## src/rtl/gk_pkg.sv

```systemverilog
// goalkeeper constants: screen limits, glove square, edge lines, colours, phase timing, paint type
package gk_pkg;

    // visible screen area
    localparam int unsigned screen_x_max = 1023;
    localparam int unsigned screen_y_max = 767;

    // side of the target square in pixels
    localparam int unsigned glove_span = 100;

    // a shot landing exactly on one of these lines never counts
    localparam int unsigned edge_x_lo = 0;
    localparam int unsigned edge_x_hi = 1000;
    localparam int unsigned edge_y_lo = 0;
    localparam int unsigned edge_y_hi = 738;

    // phase lengths at 65 MHz
    localparam int unsigned countdown_cycles_def = 32_500_000; // about 0.5 s
    localparam int unsigned show_cycles_def      = 16_250_000; // about 0.25 s
    localparam int unsigned timer_width          = 26;

    // 12-bit rgb, 4 bits per channel
    localparam logic [11:0] rgb_aim  = 12'h0_0_f;
    localparam logic [11:0] rgb_goal = 12'hf_0_0;
    localparam logic [11:0] rgb_save = 12'h0_f_0;

    typedef enum logic [1:0] {
        paint_off,
        paint_aim,
        paint_goal,
        paint_save
    } paint_t;

endpackage

```

## src/rtl/crosshair_overlay.sv

```systemverilog
// crosshair_overlay: one-cycle VGA stream register that paints the target square
`timescale 1ns/1ns

module crosshair_overlay (
    input  logic              clk,
    input  logic              rst,
    input  logic [9:0]        target_x,
    input  logic [9:0]        target_y,
    input  gk_pkg::paint_t    paint_mode,
    input  logic [10:0]       vga_in_hcount,
    input  logic [10:0]       vga_in_vcount,
    input  logic              vga_in_hsync,
    input  logic              vga_in_vsync,
    input  logic              vga_in_hblnk,
    input  logic              vga_in_vblnk,
    input  logic [11:0]       vga_in_rgb,
    output logic [10:0]       vga_out_hcount,
    output logic [10:0]       vga_out_vcount,
    output logic              vga_out_hsync,
    output logic              vga_out_vsync,
    output logic              vga_out_hblnk,
    output logic              vga_out_vblnk,
    output logic [11:0]       vga_out_rgb
);

    logic [10:0] square_x_hi;
    logic [10:0] square_y_hi;
    logic        in_square;
    logic [11:0] rgb_nxt;

    assign square_x_hi = {1'b0, target_x} + gk_pkg::glove_span[10:0];
    assign square_y_hi = {1'b0, target_y} + gk_pkg::glove_span[10:0];

    // only the visible part of the square gets painted
    assign in_square = (vga_in_hcount >= {1'b0, target_x}) && (vga_in_hcount <= square_x_hi) &&
                       (vga_in_vcount >= {1'b0, target_y}) && (vga_in_vcount <= square_y_hi) &&
                       (vga_in_hcount <= gk_pkg::screen_x_max[10:0]) &&
                       (vga_in_vcount <= gk_pkg::screen_y_max[10:0]);

    always_comb begin
        rgb_nxt = vga_in_rgb;
        if (in_square) begin
            case (paint_mode)
                gk_pkg::paint_aim:  rgb_nxt = gk_pkg::rgb_aim;
                gk_pkg::paint_goal: rgb_nxt = gk_pkg::rgb_goal;
                gk_pkg::paint_save: rgb_nxt = gk_pkg::rgb_save;
                default:            rgb_nxt = vga_in_rgb;
            endcase
        end
    end

    // timing and colour share one register stage
    always_ff @(posedge clk) begin
        if (rst) begin
            vga_out_hcount <= '0;
            vga_out_vcount <= '0;
            vga_out_hsync  <= 1'b0;
            vga_out_vsync  <= 1'b0;
            vga_out_hblnk  <= 1'b0;
            vga_out_vblnk  <= 1'b0;
            vga_out_rgb    <= '0;
        end else begin
            vga_out_hcount <= vga_in_hcount;
            vga_out_vcount <= vga_in_vcount;
            vga_out_hsync  <= vga_in_hsync;
            vga_out_vsync  <= vga_in_vsync;
            vga_out_hblnk  <= vga_in_hblnk;
            vga_out_vblnk  <= vga_in_vblnk;
            vga_out_rgb    <= rgb_nxt;
        end
    end

endmodule

```

## src/rtl/gk_round_fsm.sv

```systemverilog
// gk_round_fsm: keeper round FSM with phase timer requests, paint mode and registered status
`timescale 1ns/1ns

module gk_round_fsm (
    input  logic           clk,
    input  logic           rst,
    input  logic           keeper_active,
    input  logic           enemy_shot,
    input  logic           timer_done,
    input  logic           is_save,
    output logic           timer_start,
    output logic           timer_len_sel,
    output logic           capture,
    output logic           clear,
    output gk_pkg::paint_t paint_mode,
    output logic           is_scored,
    output logic           round_done,
    output logic           end_gk
);

    typedef enum logic [2:0] {
        st_idle,
        st_engage,
        st_countdown,
        st_result,
        st_goal,
        st_miss,
        st_terminate
    } state_t;

    state_t state;
    state_t state_nxt;

    always_ff @(posedge clk) begin
        if (rst) begin
            state      <= st_idle;
            is_scored  <= 1'b0;
            round_done <= 1'b0;
            end_gk     <= 1'b0;
        end else begin
            state      <= state_nxt;
            // taken from the next state so status lines up with the state register
            is_scored  <= (state_nxt == st_goal);
            round_done <= (state_nxt == st_goal) || (state_nxt == st_miss);
            end_gk     <= (state == st_terminate) && timer_done;
        end
    end

    always_comb begin
        state_nxt     = state;
        timer_start   = 1'b0;
        timer_len_sel = 1'b0;
        clear         = 1'b0;
        case (state)
            st_idle: begin
                if (keeper_active)
                    state_nxt = st_engage;
            end
            st_engage: begin
                if (!keeper_active) begin // keeper phase left before a shot
                    state_nxt = st_idle;
                    clear     = 1'b1;
                end else if (enemy_shot) begin
                    state_nxt     = st_countdown;
                    timer_start   = 1'b1;
                    timer_len_sel = 1'b1;
                end
            end
            st_countdown: begin
                if (timer_done)
                    state_nxt = st_result;
            end
            st_result: begin
                state_nxt   = is_save ? st_miss : st_goal;
                timer_start = 1'b1;
            end
            st_goal, st_miss: begin
                if (timer_done) begin
                    state_nxt   = st_terminate;
                    timer_start = 1'b1;
                end
            end
            st_terminate: begin
                if (timer_done) begin
                    state_nxt = st_idle;
                    clear     = 1'b1;
                end
            end
            default: state_nxt = st_idle;
        endcase
    end

    assign capture = (state == st_engage); // follow the shot until it is fired

    always_comb begin
        case (state)
            st_countdown: paint_mode = gk_pkg::paint_aim;
            st_goal:      paint_mode = gk_pkg::paint_goal;
            st_miss:      paint_mode = gk_pkg::paint_save;
            default:      paint_mode = gk_pkg::paint_off;
        endcase
    end

endmodule

```

## src/rtl/gloves_keeper_top.sv

```systemverilog
// gloves_keeper_top: goalkeeper side with round FSM, phase timer, shot target and overlay
`timescale 1ns/1ns

module gloves_keeper_top #(
    parameter int unsigned COUNTDOWN_CYCLES = gk_pkg::countdown_cycles_def,
    parameter int unsigned SHOW_CYCLES      = gk_pkg::show_cycles_def
) (
    input  logic        clk,
    input  logic        rst,
    input  logic        keeper_active,
    input  logic        enemy_shot,
    input  logic [9:0]  shot_x,
    input  logic [9:0]  shot_y,
    input  logic [11:0] glove_x,
    input  logic [11:0] glove_y,
    input  logic [10:0] vga_in_hcount,
    input  logic [10:0] vga_in_vcount,
    input  logic        vga_in_hsync,
    input  logic        vga_in_vsync,
    input  logic        vga_in_hblnk,
    input  logic        vga_in_vblnk,
    input  logic [11:0] vga_in_rgb,
    output logic        is_scored,
    output logic        round_done,
    output logic        end_gk,
    output logic [10:0] vga_out_hcount,
    output logic [10:0] vga_out_vcount,
    output logic        vga_out_hsync,
    output logic        vga_out_vsync,
    output logic        vga_out_hblnk,
    output logic        vga_out_vblnk,
    output logic [11:0] vga_out_rgb
);

    logic           timer_start;
    logic           timer_len_sel;
    logic           timer_done;
    logic           capture;
    logic           clear;
    logic           is_save;
    logic [9:0]     target_x;
    logic [9:0]     target_y;
    gk_pkg::paint_t paint_mode;

    gk_round_fsm u_fsm (
        .clk,
        .rst,
        .keeper_active,
        .enemy_shot,
        .timer_done,
        .is_save,
        .timer_start,
        .timer_len_sel,
        .capture,
        .clear,
        .paint_mode,
        .is_scored,
        .round_done,
        .end_gk
    );

    phase_timer #(
        .COUNTDOWN_CYCLES(COUNTDOWN_CYCLES),
        .SHOW_CYCLES     (SHOW_CYCLES)
    ) u_timer (
        .clk,
        .rst,
        .timer_start,
        .timer_len_sel,
        .timer_done
    );

    shot_target u_target (
        .clk,
        .rst,
        .capture,
        .clear,
        .shot_x,
        .shot_y,
        .glove_x,
        .glove_y,
        .target_x,
        .target_y,
        .is_save
    );

    crosshair_overlay u_overlay (
        .clk,
        .rst,
        .target_x,
        .target_y,
        .paint_mode,
        .vga_in_hcount,
        .vga_in_vcount,
        .vga_in_hsync,
        .vga_in_vsync,
        .vga_in_hblnk,
        .vga_in_vblnk,
        .vga_in_rgb,
        .vga_out_hcount,
        .vga_out_vcount,
        .vga_out_hsync,
        .vga_out_vsync,
        .vga_out_hblnk,
        .vga_out_vblnk,
        .vga_out_rgb
    );

endmodule

```

## src/rtl/phase_timer.sv

```systemverilog
// phase_timer: restartable cycle counter flagging the last cycle of a countdown or show phase
`timescale 1ns/1ns

module phase_timer #(
    parameter int unsigned COUNTDOWN_CYCLES = gk_pkg::countdown_cycles_def,
    parameter int unsigned SHOW_CYCLES      = gk_pkg::show_cycles_def
) (
    input  logic clk,
    input  logic rst,
    input  logic timer_start,
    input  logic timer_len_sel, // 1 = countdown, 0 = show
    output logic timer_done
);

    localparam int unsigned CD_LAST   = COUNTDOWN_CYCLES - 1;
    localparam int unsigned SHOW_LAST = SHOW_CYCLES - 1;

    logic [gk_pkg::timer_width-1:0] count;
    logic [gk_pkg::timer_width-1:0] count_last;
    logic                           running;
    logic                           len_sel_q;

    assign count_last = len_sel_q ? CD_LAST[gk_pkg::timer_width-1:0]
                                  : SHOW_LAST[gk_pkg::timer_width-1:0];

    // first phase cycle sees count == 0
    assign timer_done = running && (count == count_last);

    always_ff @(posedge clk) begin
        if (rst) begin
            running   <= 1'b0;
            count     <= '0;
            len_sel_q <= 1'b0;
        end else if (timer_start) begin // restart wins over done
            running   <= 1'b1;
            count     <= '0;
            len_sel_q <= timer_len_sel;
        end else if (timer_done) begin
            running <= 1'b0;
        end else if (running) begin
            count <= count + 1'b1;
        end
    end

endmodule

```

## src/rtl/shot_target.sv

```systemverilog
// shot_target: shot position capture with y clamp, and the save or goal judgement
`timescale 1ns/1ns

module shot_target (
    input  logic        clk,
    input  logic        rst,
    input  logic        capture,
    input  logic        clear,
    input  logic [9:0]  shot_x,
    input  logic [9:0]  shot_y,
    input  logic [11:0] glove_x,
    input  logic [11:0] glove_y,
    output logic [9:0]  target_x,
    output logic [9:0]  target_y,
    output logic        is_save
);

    logic [11:0] square_x_hi;
    logic [11:0] square_y_hi;
    logic        on_edge;
    logic        glove_inside;

    always_ff @(posedge clk) begin
        if (rst || clear) begin
            target_x <= '0;
            target_y <= '0;
        end else if (capture) begin
            target_x <= shot_x; // 10 bits never exceed the last column
            if (shot_y > gk_pkg::screen_y_max[9:0])
                target_y <= gk_pkg::screen_y_max[9:0];
            else
                target_y <= shot_y;
        end
    end

    assign square_x_hi = {2'b00, target_x} + gk_pkg::glove_span[11:0];
    assign square_y_hi = {2'b00, target_y} + gk_pkg::glove_span[11:0];

    assign on_edge = (target_x == gk_pkg::edge_x_lo[9:0]) ||
                     (target_x == gk_pkg::edge_x_hi[9:0]) ||
                     (target_y == gk_pkg::edge_y_lo[9:0]) ||
                     (target_y == gk_pkg::edge_y_hi[9:0]);

    // square bounds are inclusive on both sides
    assign glove_inside = (glove_x >= {2'b00, target_x}) && (glove_x <= square_x_hi) &&
                          (glove_y >= {2'b00, target_y}) && (glove_y <= square_y_hi);

    assign is_save = on_edge || glove_inside;

endmodule

```

## config.mk

```make
export PLATFORM = sky130hd
export DESIGN_NAME = gloves_keeper_top
export DESIGN_NICKNAME = d
export VERILOG_FILES = /design/src/rtl/gk_pkg.sv /design/src/rtl/crosshair_overlay.sv /design/src/rtl/gk_round_fsm.sv /design/src/rtl/gloves_keeper_top.sv /design/src/rtl/phase_timer.sv /design/src/rtl/shot_target.sv
export SDC_FILE = /design/constraint.sdc
export NUM_CORES = 1
export LEC_CHECK = 0
export ABC_AREA = 1
export BUFFER_PORTS_ARGS = -buffer_cell sky130_fd_sc_hd__buf_4
export CORE_MARGIN = 5
export CORE_UTILIZATION = 55
export CTS_CLUSTER_SIZE = 8
export DETAILED_ROUTE_END_ITERATION = 10
export GPL_TIMING_DRIVEN = 0
export PLACE_DENSITY_LB_ADDON = 0.2
export SKIP_CTS_REPAIR_TIMING = 1
export SYNTH_ARGS = -nofsm -noshare
export SYNTH_HDL_FRONTEND = slang
export SYNTH_SLANG_ARGS = --single-unit
```

## constraint.sdc

```tcl
create_clock -name clk -period 6.8 [get_ports clk]
set_clock_uncertainty 0.1 [all_clocks]
set_input_delay 0.34 -clock clk [delete_from_list [all_inputs] [get_ports clk]]
set_output_delay 0.34 -clock clk [all_outputs]
set_load 0.005 [all_outputs]
```

==> results.toml, run 1 <==
[run_status]
outcome = "finished, final reports clean"

[critical_path]
regToRegSetupSlack_ps = 3830
rr_worst_depth = 16
critPathArrivalTime_ps = 3090
critPathKind = "register to register"
critPathLaunch = "u_target.target_y[2]"
start_kind = "register"
critPathMaxFanout = 10
critPathRequiredTime_ps = 6920
crit_end = "u_overlay.vga_out_rgb[8]"
r2r-end = "u_overlay.vga_out_rgb[8]"
endpoint_kind = "register"
r2r-start = "u_target.target_y[2]"

[timing]
slew_headroom = 0.585
fin_tns_setup_ps = 0
setup_viol = 0
finalCriticalPeriod_ps = 2970
finalCritPeriodShare = 0.437
maxSlewViolCount = 0
rsz0062_at_grt = "false"
hold_violations = 0
max_freq_mhz = 337
final.setup.worst_slack_ps = 3830
worst_pin_slew_ps = 623

[grt]
grt_use_total = 0.236
first_global_vias = 5821
grt_pass1_wl_um = 27300
grt_max_degree = 17
grt_overflow = 0
grt_antenna_before_repair = 0

[yosys]
synthXorXnorAreaFrac = 0.0368
synthArstFlopShare = 0
synthAdderAreaFrac = 0.156
muxShareOfSynthArea = 0
synth_compound_area_frac = 0.125
synth_area_mm2 = 0.00643
synthCells = 936
syn-num-nets = 1102
synth-main-ff-cell = "dfxtp_1"
synth.distinct_cells = 42
synth.ff_latch_count = 92
synth_top_family_by_area = "simple AND/OR/NAND/NOR gates"
syn_area_per_cell_um2 = 6.87
yosys.area_share.simple = 0.292
yosysWarnings = 0
synth_edf_count = 0
synth_sequential_area_ratio = 0.286

[detailed_routing]
viasPerCell = 5.24
drt_wl_total_um = 17000
drc_errors = 0
avgRoutedWirePerCell_um = 14.0
num_vias = 6394
first_pass_iters = 5
drt_iter0_markers = 324
final_antenna_net_count = 0

[clock_tree]
htreeDepth = 3
clock-sinks = 92
cts_buffers = 9
insertion_delay_ps = 350
path_clk_slew_ps = 70
clockBufferDepth = 2
cts_root_buf = "clkbuf_16"
cts_tree = "built"

[die]
num_rows = 39
ioPinCount = 127
initial_core_util = 0.563
core_mm2 = 0.0114
dieArea_mm2 = 0.0140
die_h_um = 118
die_x_um = 118

[finish]
syn2layout_area_growth_pct = 22.0
final_common_cell = "nand2_1"
drive_gt1_frac = 0.169
fin_cells = 1220
stdcell_area_mm2 = 0.00785
n_antenna_cell = 0
nets = 1238
layout_common_cells = "nand2_1, inv_1, buf_4"

[min_path]
hp-class = "input port to register"

[power_and_ir_drop]
cellPowerDensity_mw_per_mm2 = 174
leakage_nw = 3.60
peakVddDrop_mv = 0.183
power_mw = 1.37

[place]
pre_cts_ws_ps = 3840
hpwl_um = 13900
gp_congestion = 0.970
placed_cell_area_mm2 = 0.00755
portBuffers = 125
dp.cells = 1204

[job]
maxCapViolCount = 0
==> per-layer routing <==
layer / share of wire / global-route usage
met2: 0.47 / 0.401
met4: 0.018 / 0.0638
met3: 0.062 / 0.0490
met1: 0.45 / 0.303
met5: 0 / 0
==> worst max-delay path, stage by stage, from the launching register on <==
cell and delay [ps]:
dfxtp_1 410, ha_1 220, nand2_1 120, nand2_1 110, nand2_1 70, xor2_1 160
ha_1 330, nand2_1 80, nor4_1 320, nand4_1 130, nand2_1 140, inv_1 50
nor2_1 90, nand3_1 140, buf_2 250, nand2_1 80, a21oi_1 50
==> cell families (layout without fill, tap and decap cells) <==
| group | count (synthesis) | in the layout |
|---|---|---|
| flops | 92 | 92 |
| simple gates | 421 | 421 |
| xor+xnor | 27 | 27 |
| compound gates | 147 | 147 |
| buf+inv | 169 | 310 |
| fa+ha+maj | 80 | 80 |
==> sequential cells by signal, indices dropped and copies added (netlist names) <==
| name | count |
|---|---|
| u_overlay.vga_out_hblnk | 1 |
| u_overlay.vga_out_vsync | 1 |
| u_fsm.state | 3 |
| u_overlay.vga_out_hcount | 11 |
| u_timer.running | 1 |
| u_overlay.vga_out_vcount | 11 |
| u_target.target_x | 10 |
| u_overlay.vga_out_hsync | 1 |
| u_fsm.round_done | 1 |
| u_overlay.vga_out_rgb | 12 |
| u_timer.count | 26 |
| u_fsm.is_scored | 1 |
| u_overlay.vga_out_vblnk | 1 |
| u_target.target_y | 10 |
| u_fsm.end_gk | 1 |
| u_timer.len_sel_q | 1 |
==> cell type report <==
type / instances / area [um2]
plain buffers: 23 / 126
clock buffers: 10 / 229
clock inverters: 6 / 70.1
fillers: 1062 / 3570
inverters: 146 / 548
multi-input cells: 675 / 3910
flip-flops and latches: 92 / 1840
well taps: 143 / 179
repair buffers: 125 / 938
==> synthesized netlist by cell type (6+ instances only) <==
library cell | n | share of area
a21oi_1 | 68 | 0.053
o21ai_0 | 53 | 0.041
dfxtp_1 | 92 | 0.29
nor4_1 | 6 | 0.0058
inv_2 | 11 | 0.0064
nor2_1 | 102 | 0.060
nand2_1 | 171 | 0.10
nand3_1 | 59 | 0.046
nand4_1 | 33 | 0.032
buf_2 | 7 | 0.0054
ha_1 | 80 | 0.16
inv_1 | 134 | 0.078
xor2_1 | 24 | 0.033
nor3_1 | 32 | 0.025
clkbuf_1 | 9 | 0.0053
==> metrics by stage <==
stage / util / hold WS [ps]
4_1_cts: 0.687 / 79.5
3_3_place_gp: 0.661 / 365
5_1_grt: 0.687 / 87.1
3_5_place_dp: 0.661 / 368
2_1_floorplan: - / 347
6_report: 0.687 / 83.7
==> power by group <==
group | internal, mW | switching, mW | leakage (nW)
Clock | 0.288 | 0.221 | 0.136
Combinational | 0.127 | 0.159 | 2.71
Sequential | 0.559 | 0.0122 | 0.754
Total | 0.974 | 0.393 | 3.60
==> worst min-delay path by stage <==
stage / startpoint / end / slack [ps] / cells past startpoint
after floorplan: vga_in_hblnk / u_overlay.vga_out_hblnk / 350 / 2
after detailed placement: u_timer.count[8] / u_timer.count[8] / 370 / 2
final: vga_in_hsync / u_overlay.vga_out_hsync / 80 / 3
after global routing: vga_in_vblnk / u_overlay.vga_out_vblnk / 90 / 3
after global placement: u_timer.count[8] / u_timer.count[8] / 370 / 2
after CTS: vga_in_hsync / u_overlay.vga_out_hsync / 80 / 3
Note: power is estimated with default switching activity, not from simulation.
==> run 2: changes to the inputs <==
- ABC_AREA: 1 -> 0
- CORE_UTILIZATION: 55 -> 50
- clock period: 6.8 -> 2.5 ns (I/O delays scaled with it)
==> results.toml, run 2 <==
[run_status]
outcome = "finished with violations"
violations = "negative hold slack, negative setup slack"

[detailed_routing]
drc_errors = 0
drt_iter0_markers = 305
avgRoutedWirePerCell_um = 16.9
num_vias = 5703
first_pass_iters = 5
drt_wl_total_um = 17300
final_antenna_net_count = 0
viasPerCell = 5.56

[die]
ioPinCount = 127
die_h_um = 118
die_x_um = 118
core_mm2 = 0.0115
initial_core_util = 0.511
num_rows = 39
dieArea_mm2 = 0.0140

[grt]
grt_antenna_before_repair = 0
grt_max_degree = 16
grt_pass1_wl_um = 26200
first_global_vias = 5464
grt_use_total = 0.226
grt_overflow = 0

[yosys]
synth.distinct_cells = 71
synthTopCellsByCount = "dfxtp_1, ha_1, nor2_1, nand2_1"
ys_top_cells_by_area = "dfxtp_1, ha_1, xnor2_1, nor2_1, nand2_1"
synth_top_area_frac = 0.314
synth.ff_latch_count = 92
syn-num-nets = 847
yosysMostFrequentCell = "dfxtp_1"
synthArstFlopShare = 0
synth-main-ff-cell = "dfxtp_1"
synth_area_mm2 = 0.00586
syn_area_per_cell_um2 = 8.61
synthCells = 681
synth_edf_count = 0
yosysWarnings = 0
synth_sequential_area_ratio = 0.314
synth_area_leader_cell = "dfxtp_1"

[place]
hpwl_um = 13100
portBuffers = 126
pre_cts_ws_ps = -917
gp_congestion = 0.935

[timing]
maxSlewViolCount = 0
finalCriticalPeriod_ps = 3190
rsz0062_at_grt = "true"
finalCritPeriodShare = 1.28
hold_violations = 3
fin_tns_setup_ps = -8240
max_freq_mhz = 313
slew_headroom = 0.488
final.setup.worst_slack_ps = -691
worst_pin_slew_ps = 758
fin_hold_ws_ps = -6.49
setup_viol = 14

[clock_tree]
insertion_delay_ps = 350
clockBufferDepth = 2
cts_buffers = 9
cts_tree = "built"
clock-sinks = 92
htreeDepth = 3
path_clk_slew_ps = 70
cts_root_buf = "clkbuf_16"

[critical_path]
rr_worst_depth = 12
start_kind = "register"
r2r-end = "u_overlay.vga_out_rgb[9]"
regToRegSetupSlack_ps = -690
critPathRequiredTime_ps = 2690
r2r-start = "u_target.target_x[2]"
critPathKind = "register to register"
endpoint_kind = "register"
critPathArrivalTime_ps = 3380
critPathMaxFanout = 6

[power_and_ir_drop]
cellPowerDensity_mw_per_mm2 = 505
leakage_nw = 3.33
peakVddDrop_mv = 0.426
power_mw = 4.07

[finish]
syn2layout_area_growth_pct = 37.6
regMostFlops = "u_timer.count"
largest_reg_flops = 26
layout_common_cells = "buf_4, dfxtp_1, ha_1"
reg.largest.list = "u_timer.count x26, u_overlay.vga_out_rgb x12"
n_antenna_cell = 0
fill_cells = 889
nets = 1043
drive_gt1_frac = 0.231
final_common_cell = "buf_4"

[min_path]
hp-class = "input port to register"
min_from = "shot_y[5]"
holdPathEnd = "u_target.target_y[5]"
min_path_cells = 3

[job]
maxCapViolCount = 0
-- run 2: kinds of logic (layout without fill, tap and decap cells) --
logic type / after synthesis / count (layout) / share of synthesized area
buffers and inverters: 61 / 262 / 0.0429
AO/OA/AOI/OAI: 140 / 140 / 0.166
flip-flops: 92 / 92 / 0.314
adder cells (fa/ha/maj): 81 / 81 / 0.172
XOR/XNOR: 38 / 38 / 0.0600
AND/OR/NAND/NOR: 266 / 266 / 0.239
multiplexers: 3 / 3 / 0.00619
-- run 2: cell type report --
type                            count  area, um2  share of cell area
Multi-Input combinational cell    528       3950               0.489
Clock buffer                       11        243              0.0301
Sequential cell                    92       1860               0.230
Tap cell                          143        179              0.0222
Timing Repair Buffer              186       1520               0.188
Inverter                           40        150              0.0186
Buffer                             20        113              0.0140
Clock inverter                      5       61.3             0.00760
-- run 2: where the power goes --
| group | switching (mW) | internal [mW] | total, mW | leakage (nW) |
|---|---|---|---|---|
| Clock | 0.596 | 0.807 | 1.40 | 0.150 |
| Combinational | 0.556 | 0.514 | 1.07 | 2.42 |
| Sequential | 0.0636 | 1.54 | 1.60 | 0.758 |
-- run 2: per-layer routing --
| metal | wire (um) | up-vias | part of all wire | GRT usage |
|---|---|---|---|---|
| li1 | - | 2845 | - | - |
| met1 | 7180 | 2670 | 0.42 | 0.274 |
| met2 | 8790 | 168 | 0.51 | 0.388 |
| met3 | 975 | 20 | 0.056 | 0.0487 |
| met4 | 328 | 0 | 0.019 | 0.0896 |
| met5 | 0 | - | 0 | 0 |
-- run 2: worst max-delay path, cell delays in order (launching register included) --
cell and delay (ps):
dfxtp_4 400, nand3_1 130, nand2_1 130, nand3_1 130
xnor2_2 190, ha_1 310, nand4_1 110, or3_4 340
or3b_4 390, o21ai_4 110, o211ai_4 140, nor4b_4 450
a2bb2oi_1 200
-- run 2: metrics by stage --
step / util / instances / instance area, um2
2_1_floorplan: - / 681 / 5900
3_3_place_gp: 0.612 / 950 / 7020
3_5_place_dp: 0.612 / 950 / 7020
4_1_cts: 0.639 / 966 / 7330
5_1_grt: 0.704 / 1025 / 8070
6_report: 0.704 / 1025 / 8070
-- run 2: worst max path at each step --
stage | from | to | slack [ps] | depth (start not counted)
2_1_floorplan | u_target.target_x[2] | u_overlay.vga_out_rgb[0] | -450 | 13
3_3_place_gp | u_target.target_x[4] | u_overlay.vga_out_rgb[3] | -860 | 12
3_5_place_dp | u_target.target_x[4] | u_overlay.vga_out_rgb[0] | -920 | 12
4_1_cts | u_target.target_x[4] | u_overlay.vga_out_rgb[0] | -940 | 12
5_1_grt | u_target.target_x[2] | u_overlay.vga_out_rgb[9] | -830 | 13
6_report | u_target.target_x[2] | u_overlay.vga_out_rgb[9] | -690 | 12
==> run 3: changes to the inputs <==
==> constraint.sdc (replaced) <==
create_clock -name clk -period 2.5 [get_ports clk]
set_clock_uncertainty 0.1 [all_clocks]
set_input_delay 0.75 -clock clk [delete_from_list [all_inputs] [get_ports clk]]
set_output_delay 0.75 -clock clk [all_outputs]
set_load 0.005 [all_outputs]
==> results.toml, run 3 (synthesized netlist as in run 2, its figures left out) <==
[place]
dp.cells = 950
gp_congestion = 0.935
portBuffers = 126
hpwl_um = 13100

[power_and_ir_drop]
power_mw = 4.00
peakVddDrop_mv = 0.423
cellPowerDensity_mw_per_mm2 = 528
leakage_nw = 3.13

[critical_path]
critPathArrivalTime_ps = 3370
critPathKind = "register to register"
endpoint_kind = "register"
start_kind = "register"
critPathMaxFanout = 6
critPathRequiredTime_ps = 2690

[die]
initial_core_util = 0.511
ioPinCount = 127
die_h_um = 118
num_rows = 39
core_mm2 = 0.0115
die_x_um = 118
dieArea_mm2 = 0.0140

[grt]
first_global_vias = 5464
grt_antenna_before_repair = 0
grt_pass1_wl_um = 26200
grt_use_total = 0.226
grt_max_degree = 16
grt_overflow = 0

[run_status]
outcome = "finished with violations"
violations = "negative setup slack"

[clock_tree]
clockBufferDepth = 2
cts_root_buf = "clkbuf_16"
cts_tree = "built"
cts_buffers = 9
clock-sinks = 92
htreeDepth = 3
path_clk_slew_ps = 70
insertion_delay_ps = 350

[finish]
largest_reg_flops = 26
multi_input_area_mm2 = 0.00395
nets = 994
layout_common_cells = "buf_4, dfxtp_1, ha_1"
final_common_cell = "buf_4"
final_util = 0.661
syn2layout_area_growth_pct = 29.3
reg.largest.list = "u_timer.count x26, u_overlay.vga_out_rgb x12"
n_antenna_cell = 0
fin_cells = 976
fill_cells = 968
regMostFlops = "u_timer.count"
drive_gt1_frac = 0.245
regArea_mm2 = 0.00186

[timing]
final.setup.worst_slack_ps = -689
rsz0062_at_grt = "true"
hold_violations = 0
setup_viol = 14
slew_headroom = 0.458
maxSlewViolCount = 0
finalCriticalPeriod_ps = 3190
finalCritPeriodShare = 1.28
fin_tns_setup_ps = -8220
worst_pin_slew_ps = 811
max_freq_mhz = 314

[detailed_routing]
final_antenna_net_count = 0
first_pass_iters = 5
num_vias = 5492
drc_errors = 0
viasPerCell = 5.63
drt_wl_total_um = 16500
drt_iter0_markers = 291
avgRoutedWirePerCell_um = 16.9

[job]
maxCapViolCount = 0

[min_path]
hp-class = "register to register"
## run 3: where the power goes
part	switching [mW]	leakage [nW]	internal, mW
combinational	0.543	2.22	0.465
clock	0.591	0.150	0.806
sequential	0.0622	0.758	1.54
total	1.20	3.13	2.81
## run 3: worst paths after layout
check	start	endpoint	slack [ps]	depth (start not counted)
setup / recovery	u_target.target_x[2]	u_overlay.vga_out_rgb[9]	-690	12
hold reg to reg	u_target.target_x[9]	u_target.target_x[9]	390	2
hold / removal	u_target.target_x[9]	u_target.target_x[9]	390	2
setup reg to reg	u_target.target_x[2]	u_overlay.vga_out_rgb[9]	-690	12
## run 3: critical path: stages (launching register included)
cell and delay (ps):
dfxtp_4 390, nand3_1 130, nand2_1 130, nand3_1 130, xnor2_2 190, ha_1 310
nand4_1 110, or3_4 340, or3b_4 390, o21ai_4 110, o211ai_4 140, nor4b_4 450
a2bb2oi_1 200
## run 3: area by class of cell
cell class / instances / area share
Buffer: 20 / 0.0149
Sequential cell: 92 / 0.245
Timing Repair Buffer: 137 / 0.136
Tap cell: 143 / 0.0236
Clock buffer: 11 / 0.0320
Multi-Input combinational cell: 528 / 0.521
Clock inverter: 5 / 0.00809
Inverter: 40 / 0.0198
## run 3: per-stage QoR
| stage | instance area (um2) | hold slack (ps) | worst slack [ps] |
|---|---|---|---|
| final | 7580 | 391 | -689 |
| after detailed placement | 7020 | 387 | -917 |
| after global routing | 7580 | 433 | -835 |
| after global placement | 7020 | 384 | -857 |
| after CTS | 7330 | 396 | -939 |
| after floorplan | 5900 | 347 | -449 |
## run 3: routing by layer
layer  global-route usage  vias to the layer above  wire (um)
met5                    0                        -          0
met4               0.0896                        0        325
met3               0.0487                       18       1020
met2                0.388                      159       8220
met1                0.274                     2565       6920
li1                     -                     2750          -
